File: config.mk
export PLATFORM = sky130hd
export DESIGN_NAME = mem_unit
export DESIGN_NICKNAME = d
export VERILOG_FILES = /design/src/source/mem_pkg.sv /design/src/source/load_queue.sv /design/src/source/store_queue.sv /design/src/source/mempipe_arb.sv /design/src/source/mempipe.sv /design/src/source/mem_unit.sv
export VERILOG_INCLUDE_DIRS = /design/src /design/src/source
export SDC_FILE = /design/constraint.sdc
export NUM_CORES = 2
export LEC_CHECK = 0
export ABC_AREA = 0
export BUFFER_PORTS_ARGS = -buffer_cell sky130_fd_sc_hd__buf_2
export CORE_ASPECT_RATIO = 1.4
export CORE_MARGIN = 5
export CORE_UTILIZATION = 51
export CTS_BUF_LIST = sky130_fd_sc_hd__clkbuf_8
export DETAILED_ROUTE_END_ITERATION = 7
export PLACE_DENSITY = 0.65
export SLEW_MARGIN = 5
export SYNTH_ARGS = -nofsm -noshare
export SYNTH_HDL_FRONTEND = slang
export SYNTH_SLANG_ARGS = --single-unit
File: constraint.sdc
create_clock -name clk -period 18.3 [get_ports clk]
set_input_delay 3.66 -clock clk [delete_from_list [all_inputs] [get_ports clk]]
set_output_delay 3.66 -clock clk [all_outputs]
set_load 0.02 [all_outputs]
File: src/source/mem_params.svh
`ifndef MEM_PARAMS_SVH
`define MEM_PARAMS_SVH

// Queue depths
`define MEM_LQ_DEPTH 4
`define MEM_SQ_DEPTH 4

// Word-addressed data memory
`define MEM_ADDR_W   6
`define MEM_WORDS    64
`define MEM_DATA_W   32

// Core-side tag widths
`define MEM_ROB_W    5
`define MEM_PREG_W   6

`endif

File: src/source/mem_pkg.sv
`include "mem_params.svh"

package mem_pkg;

    typedef logic [`MEM_ROB_W-1:0]  t_rob_id;
    typedef logic [`MEM_PREG_W-1:0] t_preg;
    typedef logic [`MEM_ADDR_W-1:0] t_addr;
    typedef logic [`MEM_DATA_W-1:0] t_word;

    // Dispatch packet carries no address yet
    typedef struct packed {
        logic    is_store;
        t_rob_id rob_id;
        t_preg   dest_preg;
    } t_disp_pkt;

    typedef struct packed {
        t_rob_id rob_id;
        t_addr   addr;
        t_word   store_data;  // Ignored for loads
    } t_iss_pkt;

    // Queue to pipeline, through the arbiter
    typedef struct packed {
        logic    is_store;
        t_rob_id rob_id;
        t_preg   dest_preg;
        t_addr   addr;
        t_word   store_data;
    } t_pipe_req;

    typedef struct packed {
        t_rob_id rob_id;
    } t_complete_pkt;

    typedef struct packed {
        t_preg preg;
        t_word data;
    } t_prf_wr_pkt;

    typedef struct packed {
        logic valid;
    } t_nuke_pkt;

endpackage

File: src/source/load_queue.sv
`timescale 1ns/1ps
`include "mem_params.svh"

module load_queue (
    input  logic               clk,
    input  logic               arst_n,
    input  mem_pkg::t_nuke_pkt nuke_pkt,
    input  logic               disp_valid,
    input  mem_pkg::t_disp_pkt disp_pkt,
    input  logic               iss_valid,
    input  mem_pkg::t_iss_pkt  iss_pkt,
    output logic               lq_ready,
    output logic               req,
    output mem_pkg::t_pipe_req req_pkt,
    input  logic               gnt
);
    import mem_pkg::*;

    localparam int DEPTH = `MEM_LQ_DEPTH;
    localparam int AGE_W = $clog2(DEPTH);

    logic [DEPTH-1:0] ent_valid;
    logic [DEPTH-1:0] ent_ready;   // Address known
    logic [AGE_W-1:0] ent_age [DEPTH];  // Count of older live entries
    t_rob_id          ent_rob [DEPTH];
    t_preg            ent_preg [DEPTH];
    t_addr            ent_addr [DEPTH];

    logic [DEPTH-1:0] iss_hit;
    logic             alloc;
    logic             alloc_found;
    logic [AGE_W-1:0] alloc_idx;
    logic [AGE_W:0]   n_valid;
    logic             sel_found;
    logic [AGE_W-1:0] sel_idx;
    logic [AGE_W-1:0] sel_age;
    logic             held;        // Request pending from last cycle
    logic [AGE_W-1:0] held_idx;
    logic             take;

    // First free slot and occupancy
    always_comb begin
        alloc_found = 1'b0;
        alloc_idx   = '0;
        n_valid     = '0;
        for (int i = 0; i < DEPTH; i++) begin
            n_valid = n_valid + (AGE_W+1)'(ent_valid[i]);
            if (!ent_valid[i] && !alloc_found) begin
                alloc_found = 1'b1;
                alloc_idx   = AGE_W'(i);
            end
        end
    end

    // Oldest ready entry, unless a request is already on the wire
    always_comb begin
        sel_found = 1'b0;
        sel_idx   = '0;
        sel_age   = '1;
        for (int i = 0; i < DEPTH; i++) begin
            if (ent_valid[i] && ent_ready[i] && (!sel_found || ent_age[i] < sel_age)) begin
                sel_found = 1'b1;
                sel_idx   = AGE_W'(i);
                sel_age   = ent_age[i];
            end
        end
        if (held) begin
            sel_found = 1'b1;
            sel_idx   = held_idx;
        end
    end

    always_comb begin
        for (int i = 0; i < DEPTH; i++) begin
            iss_hit[i] = iss_valid && ent_valid[i] && !ent_ready[i]
                         && ent_rob[i] == iss_pkt.rob_id;
        end
    end

    assign lq_ready = alloc_found;
    assign alloc    = disp_valid && !disp_pkt.is_store && alloc_found;
    assign req      = sel_found && !nuke_pkt.valid;  // No new grants while flushing
    assign take     = req && gnt;

    assign req_pkt.is_store   = 1'b0;
    assign req_pkt.rob_id     = ent_rob[sel_idx];
    assign req_pkt.dest_preg  = ent_preg[sel_idx];
    assign req_pkt.addr       = ent_addr[sel_idx];
    assign req_pkt.store_data = '0;

    always_ff @(posedge clk or negedge arst_n) begin
        if (!arst_n) begin
            ent_valid <= '0;
            ent_ready <= '0;
            held      <= 1'b0;
            for (int i = 0; i < DEPTH; i++) ent_age[i] <= '0;
        end else if (nuke_pkt.valid) begin
            ent_valid <= '0;
            ent_ready <= '0;
            held      <= 1'b0;
        end else begin
            held <= req && !gnt;
            for (int i = 0; i < DEPTH; i++) begin
                if (take && sel_idx == AGE_W'(i)) begin
                    ent_valid[i] <= 1'b0;
                    ent_ready[i] <= 1'b0;
                end else begin
                    if (iss_hit[i]) ent_ready[i] <= 1'b1;
                    if (take && ent_valid[i] && ent_age[i] > ent_age[sel_idx]) begin
                        ent_age[i] <= ent_age[i] - 1'b1;  // Freed entry was older
                    end
                end
            end
            if (alloc) begin
                ent_valid[alloc_idx] <= 1'b1;
                ent_ready[alloc_idx] <= 1'b0;
                ent_age[alloc_idx]   <= AGE_W'(n_valid - (AGE_W+1)'(take));
            end
        end
    end

    always_ff @(posedge clk) begin
        held_idx <= sel_idx;
        if (alloc) begin
            ent_rob[alloc_idx]  <= disp_pkt.rob_id;
            ent_preg[alloc_idx] <= disp_pkt.dest_preg;
        end
        for (int i = 0; i < DEPTH; i++) begin
            if (iss_hit[i]) ent_addr[i] <= iss_pkt.addr;
        end
    end

endmodule

File: src/source/store_queue.sv
`timescale 1ns/1ps
`include "mem_params.svh"

module store_queue (
    input  logic               clk,
    input  logic               arst_n,
    input  mem_pkg::t_nuke_pkt nuke_pkt,
    input  logic               disp_valid,
    input  mem_pkg::t_disp_pkt disp_pkt,
    input  logic               iss_valid,
    input  mem_pkg::t_iss_pkt  iss_pkt,
    output logic               sq_ready,
    output logic               req,
    output mem_pkg::t_pipe_req req_pkt,
    input  logic               gnt
);
    import mem_pkg::*;

    localparam int DEPTH = `MEM_SQ_DEPTH;
    localparam int AGE_W = $clog2(DEPTH);

    logic [DEPTH-1:0] ent_valid;
    logic [DEPTH-1:0] ent_ready;
    logic [AGE_W-1:0] ent_age [DEPTH];
    t_rob_id          ent_rob [DEPTH];
    t_addr            ent_addr [DEPTH];
    t_word            ent_data [DEPTH];

    logic [DEPTH-1:0] iss_hit;
    logic             alloc;
    logic             alloc_found;
    logic [AGE_W-1:0] alloc_idx;
    logic [AGE_W:0]   n_valid;
    logic             sel_found;
    logic [AGE_W-1:0] sel_idx;
    logic [AGE_W-1:0] sel_age;
    logic             take;

    // Free slot search, oldest ready pick and issue match in one pass
    always_comb begin
        alloc_found = 1'b0;
        alloc_idx   = '0;
        n_valid     = '0;
        sel_found   = 1'b0;
        sel_idx     = '0;
        sel_age     = '1;
        for (int i = 0; i < DEPTH; i++) begin
            n_valid = n_valid + (AGE_W+1)'(ent_valid[i]);
            if (!ent_valid[i] && !alloc_found) begin
                alloc_found = 1'b1;
                alloc_idx   = AGE_W'(i);
            end
            if (ent_valid[i] && ent_ready[i] && (!sel_found || ent_age[i] < sel_age)) begin
                sel_found = 1'b1;
                sel_idx   = AGE_W'(i);
                sel_age   = ent_age[i];
            end
            iss_hit[i] = iss_valid && ent_valid[i] && !ent_ready[i]
                         && ent_rob[i] == iss_pkt.rob_id;
        end
    end

    // Highest priority at the arbiter, so a request never waits
    assign sq_ready = alloc_found;
    assign alloc    = disp_valid && disp_pkt.is_store && alloc_found;
    assign req      = sel_found && !nuke_pkt.valid;
    assign take     = req && gnt;

    assign req_pkt.is_store   = 1'b1;
    assign req_pkt.rob_id     = ent_rob[sel_idx];
    assign req_pkt.dest_preg  = '0;
    assign req_pkt.addr       = ent_addr[sel_idx];
    assign req_pkt.store_data = ent_data[sel_idx];

    always_ff @(posedge clk or negedge arst_n) begin
        if (!arst_n) begin
            ent_valid <= '0;
            ent_ready <= '0;
            for (int i = 0; i < DEPTH; i++) ent_age[i] <= '0;
        end else if (nuke_pkt.valid) begin
            ent_valid <= '0;
            ent_ready <= '0;
        end else begin
            for (int i = 0; i < DEPTH; i++) begin
                if (take && sel_idx == AGE_W'(i)) begin
                    ent_valid[i] <= 1'b0;
                    ent_ready[i] <= 1'b0;
                end else begin
                    if (iss_hit[i]) ent_ready[i] <= 1'b1;
                    if (take && ent_valid[i] && ent_age[i] > sel_age) begin
                        ent_age[i] <= ent_age[i] - 1'b1;
                    end
                end
            end
            if (alloc) begin
                ent_valid[alloc_idx] <= 1'b1;
                ent_ready[alloc_idx] <= 1'b0;
                ent_age[alloc_idx]   <= AGE_W'(n_valid - (AGE_W+1)'(take));
            end
        end
    end

    always_ff @(posedge clk) begin
        if (alloc) ent_rob[alloc_idx] <= disp_pkt.rob_id;
        for (int i = 0; i < DEPTH; i++) begin
            if (iss_hit[i]) begin
                ent_addr[i] <= iss_pkt.addr;
                ent_data[i] <= iss_pkt.store_data;
            end
        end
    end

endmodule

File: src/source/mempipe_arb.sv
`timescale 1ns/1ps

module mempipe_arb (
    input  logic               clk,
    input  logic               arst_n,
    input  logic               st_req,
    input  mem_pkg::t_pipe_req st_req_pkt,
    output logic               st_gnt,
    input  logic               ld_req,
    input  mem_pkg::t_pipe_req ld_req_pkt,
    output logic               ld_gnt,
    output logic               pipe_valid,
    output mem_pkg::t_pipe_req pipe_req
);
    import mem_pkg::*;

    // Stores always win
    assign st_gnt = st_req;
    assign ld_gnt = ld_req && !st_req;

    // Grant cycle is mm0, register into mm1
    always_ff @(posedge clk or negedge arst_n) begin
        if (!arst_n) begin
            pipe_valid <= 1'b0;
        end else begin
            pipe_valid <= st_gnt || ld_gnt;
        end
    end

    always_ff @(posedge clk) begin
        pipe_req <= st_gnt ? st_req_pkt : ld_req_pkt;
    end

endmodule

File: src/source/mempipe.sv
`timescale 1ns/1ps
`include "mem_params.svh"

module mempipe (
    input  logic                   clk,
    input  logic                   arst_n,
    input  mem_pkg::t_nuke_pkt     nuke_pkt,
    input  logic                   pipe_valid,
    input  mem_pkg::t_pipe_req     pipe_req,
    output logic                   complete_valid,
    output mem_pkg::t_complete_pkt complete_pkt,
    output logic                   prf_wr_en,
    output mem_pkg::t_prf_wr_pkt   prf_wr_pkt
);
    import mem_pkg::*;

    t_word   mem_arr [`MEM_WORDS];

    t_word   rd_data_mm1;
    logic    st_wr_mm1;

    logic    valid_mm2;
    logic    is_store_mm2;
    t_rob_id rob_mm2;
    t_preg   preg_mm2;
    t_word   data_mm2;

    logic    valid_mm3;
    logic    is_store_mm3;
    t_rob_id rob_mm3;
    t_preg   preg_mm3;
    t_word   data_mm3;

    // mm1 array access
    // Store write lands at the end of mm1, so a load one cycle behind sees it
    assign st_wr_mm1   = pipe_valid && pipe_req.is_store && !nuke_pkt.valid;
    assign rd_data_mm1 = mem_arr[pipe_req.addr];

    always_ff @(posedge clk or negedge arst_n) begin
        if (!arst_n) begin
            for (int i = 0; i < `MEM_WORDS; i++) mem_arr[i] <= '0;
        end else if (st_wr_mm1) begin
            mem_arr[pipe_req.addr] <= pipe_req.store_data;
        end
    end

    // Stage valids cleared by nuke
    always_ff @(posedge clk or negedge arst_n) begin
        if (!arst_n) begin
            valid_mm2 <= 1'b0;
            valid_mm3 <= 1'b0;
        end else if (nuke_pkt.valid) begin
            valid_mm2 <= 1'b0;
            valid_mm3 <= 1'b0;
        end else begin
            valid_mm2 <= pipe_valid;
            valid_mm3 <= valid_mm2;
        end
    end

    // mm2 and mm3 payload
    always_ff @(posedge clk) begin
        is_store_mm2 <= pipe_req.is_store;
        rob_mm2      <= pipe_req.rob_id;
        preg_mm2     <= pipe_req.dest_preg;
        data_mm2     <= rd_data_mm1;  // Read data registered here

        is_store_mm3 <= is_store_mm2;
        rob_mm3      <= rob_mm2;
        preg_mm3     <= preg_mm2;
        data_mm3     <= data_mm2;
    end

    // mm3 reports to ROB and PRF
    assign complete_valid      = valid_mm3;
    assign complete_pkt.rob_id = rob_mm3;
    assign prf_wr_en           = valid_mm3 && !is_store_mm3;  // Loads only
    assign prf_wr_pkt.preg     = preg_mm3;
    assign prf_wr_pkt.data     = data_mm3;

endmodule

File: src/source/mem_unit.sv
`timescale 1ns/1ps

module mem_unit (
    input  logic                   clk,
    input  logic                   arst_n,
    input  mem_pkg::t_nuke_pkt     nuke_pkt,
    input  logic                   disp_valid,
    input  mem_pkg::t_disp_pkt     disp_pkt,
    input  logic                   iss_valid,
    input  mem_pkg::t_iss_pkt      iss_pkt,
    output logic                   lq_ready,
    output logic                   sq_ready,
    output logic                   complete_valid,
    output mem_pkg::t_complete_pkt complete_pkt,
    output logic                   prf_wr_en,
    output mem_pkg::t_prf_wr_pkt   prf_wr_pkt
);
    import mem_pkg::*;

    logic      ld_req;
    t_pipe_req ld_req_pkt;
    logic      ld_gnt;
    logic      st_req;
    t_pipe_req st_req_pkt;
    logic      st_gnt;
    logic      pipe_valid;   // mm1
    t_pipe_req pipe_req;

    load_queue u_load_queue (
        .clk        (clk),
        .arst_n     (arst_n),
        .nuke_pkt   (nuke_pkt),
        .disp_valid (disp_valid),
        .disp_pkt   (disp_pkt),
        .iss_valid  (iss_valid),
        .iss_pkt    (iss_pkt),
        .lq_ready   (lq_ready),
        .req        (ld_req),
        .req_pkt    (ld_req_pkt),
        .gnt        (ld_gnt)
    );

    store_queue u_store_queue (
        .clk        (clk),
        .arst_n     (arst_n),
        .nuke_pkt   (nuke_pkt),
        .disp_valid (disp_valid),
        .disp_pkt   (disp_pkt),
        .iss_valid  (iss_valid),
        .iss_pkt    (iss_pkt),
        .sq_ready   (sq_ready),
        .req        (st_req),
        .req_pkt    (st_req_pkt),
        .gnt        (st_gnt)
    );

    mempipe_arb u_mempipe_arb (
        .clk        (clk),
        .arst_n     (arst_n),
        .st_req     (st_req),
        .st_req_pkt (st_req_pkt),
        .st_gnt     (st_gnt),
        .ld_req     (ld_req),
        .ld_req_pkt (ld_req_pkt),
        .ld_gnt     (ld_gnt),
        .pipe_valid (pipe_valid),
        .pipe_req   (pipe_req)
    );

    mempipe u_mempipe (
        .clk            (clk),
        .arst_n         (arst_n),
        .nuke_pkt       (nuke_pkt),
        .pipe_valid     (pipe_valid),
        .pipe_req       (pipe_req),
        .complete_valid (complete_valid),
        .complete_pkt   (complete_pkt),
        .prf_wr_en      (prf_wr_en),
        .prf_wr_pkt     (prf_wr_pkt)
    );

endmodule

==> flow_metrics.tcl <==
set metrics [dict create \
    grt_use_total 0.298 \
    first_pass_iters 6 \
    die_y_um 543 \
    initial_utilization 0.513 \
    numCtsBuffers 373 \
    worstSetupEndpointType "flip-flop" \
    grt_pass1_vias 70600 \
    row_count 195 \
    finalSetupTns_ps 0 \
    cp-start-kind "flip-flop" \
    synth_area_leaders "dfrtp_1 50%, mux2_2 22%, edfxtp_1 7.0%, a22oi_1 4.5%, dfxtp_1 2.7%" \
    cp.arrival_ps 7490 \
    yosys_warnings 0 \
    gp_congestion 0.873 \
    ys.flop_type "dfrtp_1" \
    yosysTopAreaCellShare 0.504 \
    slew_headroom 0.0765 \
    synth_nets 7576 \
    hold_depth 0 \
    htreeDepth 5 \
    ys_ff_latch 2464 \
    fmax_mhz 149 \
    grt_pass1_wl_um 472000 \
    syn_to_final_growth_pct 10.3 \
    dr.first_iter.drc_count 6591 \
    layout-drive-gt1-share 0.388 \
    fillers 16300 \
    maxCapViolCount 0 \
    max_stage_delay_ps 670 \
    port_buffers 106 \
    rr_worst_depth 24 \
    synthesis.area_um2 104000 \
    min-delay-start "u_mempipe.data_mm2[21]" \
    nNetsFinal 7486 \
    stdcell_count 10400 \
    yosysTopAreaCell "dfrtp_1" \
    cts_root_buffer "clkbuf_8" \
    r2r_setup_slack_ps 11590 \
    cts_resized 0 \
    synth_commonest_cells "2084 x dfrtp_1, 2049 x mux2_2, 633 x clkbuf_1" \
    worstMarginPinSlew_ps 1390 \
    fin_worst_skew_ps 57.8 \
    grt_overflow_total 0 \
    design.core.area_um2 202000 \
    dp_hpwl_um 182000 \
    setup_viol 0 \
    yosysMostFrequentCell "dfrtp_1" \
    ys_types 79 \
    ys_seq_area_frac 0.600 \
    clock_path_buffers 4 \
    dp_cells 9685 \
    hp-class "reg -> reg" \
    r2r-end "u_load_queue.ent_age[5]" \
    wl_um 321000 \
    post-place-ws_ps 10490 \
    drt-vias-per-instance 6.52 \
    setup_ws_ps 11590 \
    clk_pin_slew_ps 70 \
    powerDensity_nw_per_um2 90.0 \
    synthArstFlopShare 0.846 \
    min_period_over_period 0.367 \
    cts_tree "built" \
    syn_area_per_cell_um2 13.8 \
    wl_per_cell_um 31.0 \
    min_to "u_mempipe.data_mm3[21]" \
    p_leak_nw 52.6 \
    min_period_ps 6710 \
    drc 0 \
    ant_nets 0 \
    ioPinCount 107 \
    worstSetupPathType "reg -> reg" \
    post_dp_cell_area_um2 107000 \
    cp_common_cell "a21oi_1" \
    postCtsHoldBufs 0 \
    clock_sinks 2464 \
    postSynthCellCount 7491 \
    final_max_slew_viol_count 0 \
    rsz0062_at_grt "no" \
    insertion_delay_ps 980 \
    status "completed" \
    cts_setup_buffers 0 \
    worst-endpoint-required_ps 19080 \
    synth_edf_count 240 \
    r2r_start "u_load_queue.ent_valid[0]" \
    slowest_stage "or4b_2" \
    ir_drop_uv 79.5 \
    final_cell_area_um2 114000 \
    die_area_um2 212000 \
    vias 67500 \
    critPathMaxFanout 25 \
    antenna_found_initial 10 \
    crit_chain "and3b_1 -> or2_2 -> ha_1 -> a21oi_1 -> o21bai_1 -> a21oi_1 -> nor2_1 -> a21oi_1 -> ha_1 -> nor2_1 -> o22ai_1 -> or4b_2 -> nand3_1 -> and2_4 -> inv_2 -> nor2_1 -> a211oi_1 -> a21oi_1 -> ha_1 -> o22ai_1 -> o22ai_1 -> a2111oi_0 -> a21o_1 -> a21oi_1" \
    grt_max_degree 182 \
    die_x_um 391 \
    hold_violations 0 \
]
==> cell families after synthesis <==
group	count (synthesis)	share of synthesized area
buffers and inverters	777	0.0284
multiplexers	2097	0.228
flip-flops	2464	0.600
AND/OR/NAND/NOR	575	0.0272
AO/OA/AOI/OAI	1507	0.109
XOR/XNOR	44	0.00372
adder cells (fa/ha/maj)	27	0.00337
==> state kept, by name (all words and copies together) (netlist names), 5 cells and up <==
register                flops
u_load_queue.ent_addr      24
u_mempipe.preg_mm3          6
u_store_queue.ent_data    128
u_mempipe.data_mm3         32
u_mempipe_arb.pipe_req     50
u_store_queue.ent_age       8
u_mempipe.rob_mm2           5
u_store_queue.ent_rob      20
u_mempipe.complete_pkt      5
u_store_queue.ent_addr     24
u_mempipe.preg_mm2          6
u_mempipe.mem_arr        2048
u_load_queue.ent_preg      24
u_load_queue.ent_age        8
u_load_queue.ent_rob       20
u_mempipe.data_mm2         32
==> per-stage QoR <==
step	power [mW]	utilization	hold WS, ps
detailed placement	5.83	0.529	312
floorplan	5.70	-	310
global placement	5.82	0.529	312
CTS	10.4	0.566	306
global route	10.6	0.566	324
finish	10.3	0.566	304
==> worst max-delay path by stage <==
stage	start	end	slack (ps)	depth (start not counted)
6_report	u_load_queue.ent_valid[0]	u_load_queue.ent_age[5]	11590	24
2_1_floorplan	iss_pkt[38]	u_store_queue.ent_addr[0][0]	10830	4
3_5_place_dp	arst_n	u_mempipe.mem_arr[577]	10490	5
3_3_place_gp	nuke_pkt	u_store_queue.ent_age[7]	10450	13
5_1_grt	arst_n	u_mempipe.mem_arr[513]	10940	5
4_1_cts	arst_n	u_mempipe.mem_arr[641]	11520	5
==> final cells by class <==
| cell class | instances | area, um^2 | area share |
|---|---|---|---|
| Timing Repair Buffer | 279 | 2030 | 0.0178 |
| Sequential cell | 2464 | 62200 | 0.544 |
| Multi-Input combinational cell | 4250 | 39100 | 0.342 |
| Tap cell | 2659 | 3330 | 0.0291 |
| Clock inverter | 199 | 1100 | 0.00965 |
| Inverter | 33 | 124 | 0.00108 |
| Antenna cell | 4 | 10.0 | 0.0000876 |
| Clock buffer | 464 | 6390 | 0.0559 |
==> layer usage <==
layer / GRT usage / wire (um) / vias to the layer above
li1: - / - / 27900
met1: 0.383 / 127000 / 36100
met2: 0.492 / 154000 / 2685
met3: 0.0570 / 22500 / 785
met4: 0.139 / 17000 / 4
met5: 0 / 31 / -
==> cell usage in the layout (no fill, tap or decap), drive strengths merged, types with 49 or more instances in the layout <==
cell / count
dfxtp: 140
a211oi: 50
buf: 279
clkinv: 49
mux2: 2050
a31oi: 202
inv: 168
edfxtp: 240
nor4: 49
a21oi: 130
a221oi: 206
nor2: 192
dfrtp: 2084
a22oi: 622
nand2: 123
nand4: 64
clkbuf: 464
a22o: 206
==> where the power goes <==
| part | leakage, nW | internal (mW) | switching [mW] |
|---|---|---|---|
| Clock | 4.34 | 2.40 | 2.16 |
| Combinational | 15.8 | 0.0354 | 0.138 |
| Sequential | 32.4 | 5.53 | 0.0135 |
| Total | 52.6 | 7.96 | 2.32 |
==> critical path: cells and delay by family, from the launching register on <==
kind | cells | cell delay, ps
compound gates | 12 | 2580
simple gates | 8 | 2120
fa+ha+maj | 3 | 960
flops | 1 | 550
buf+inv | 1 | 310
No activity file was read; power rests on OpenSTA's default activity.
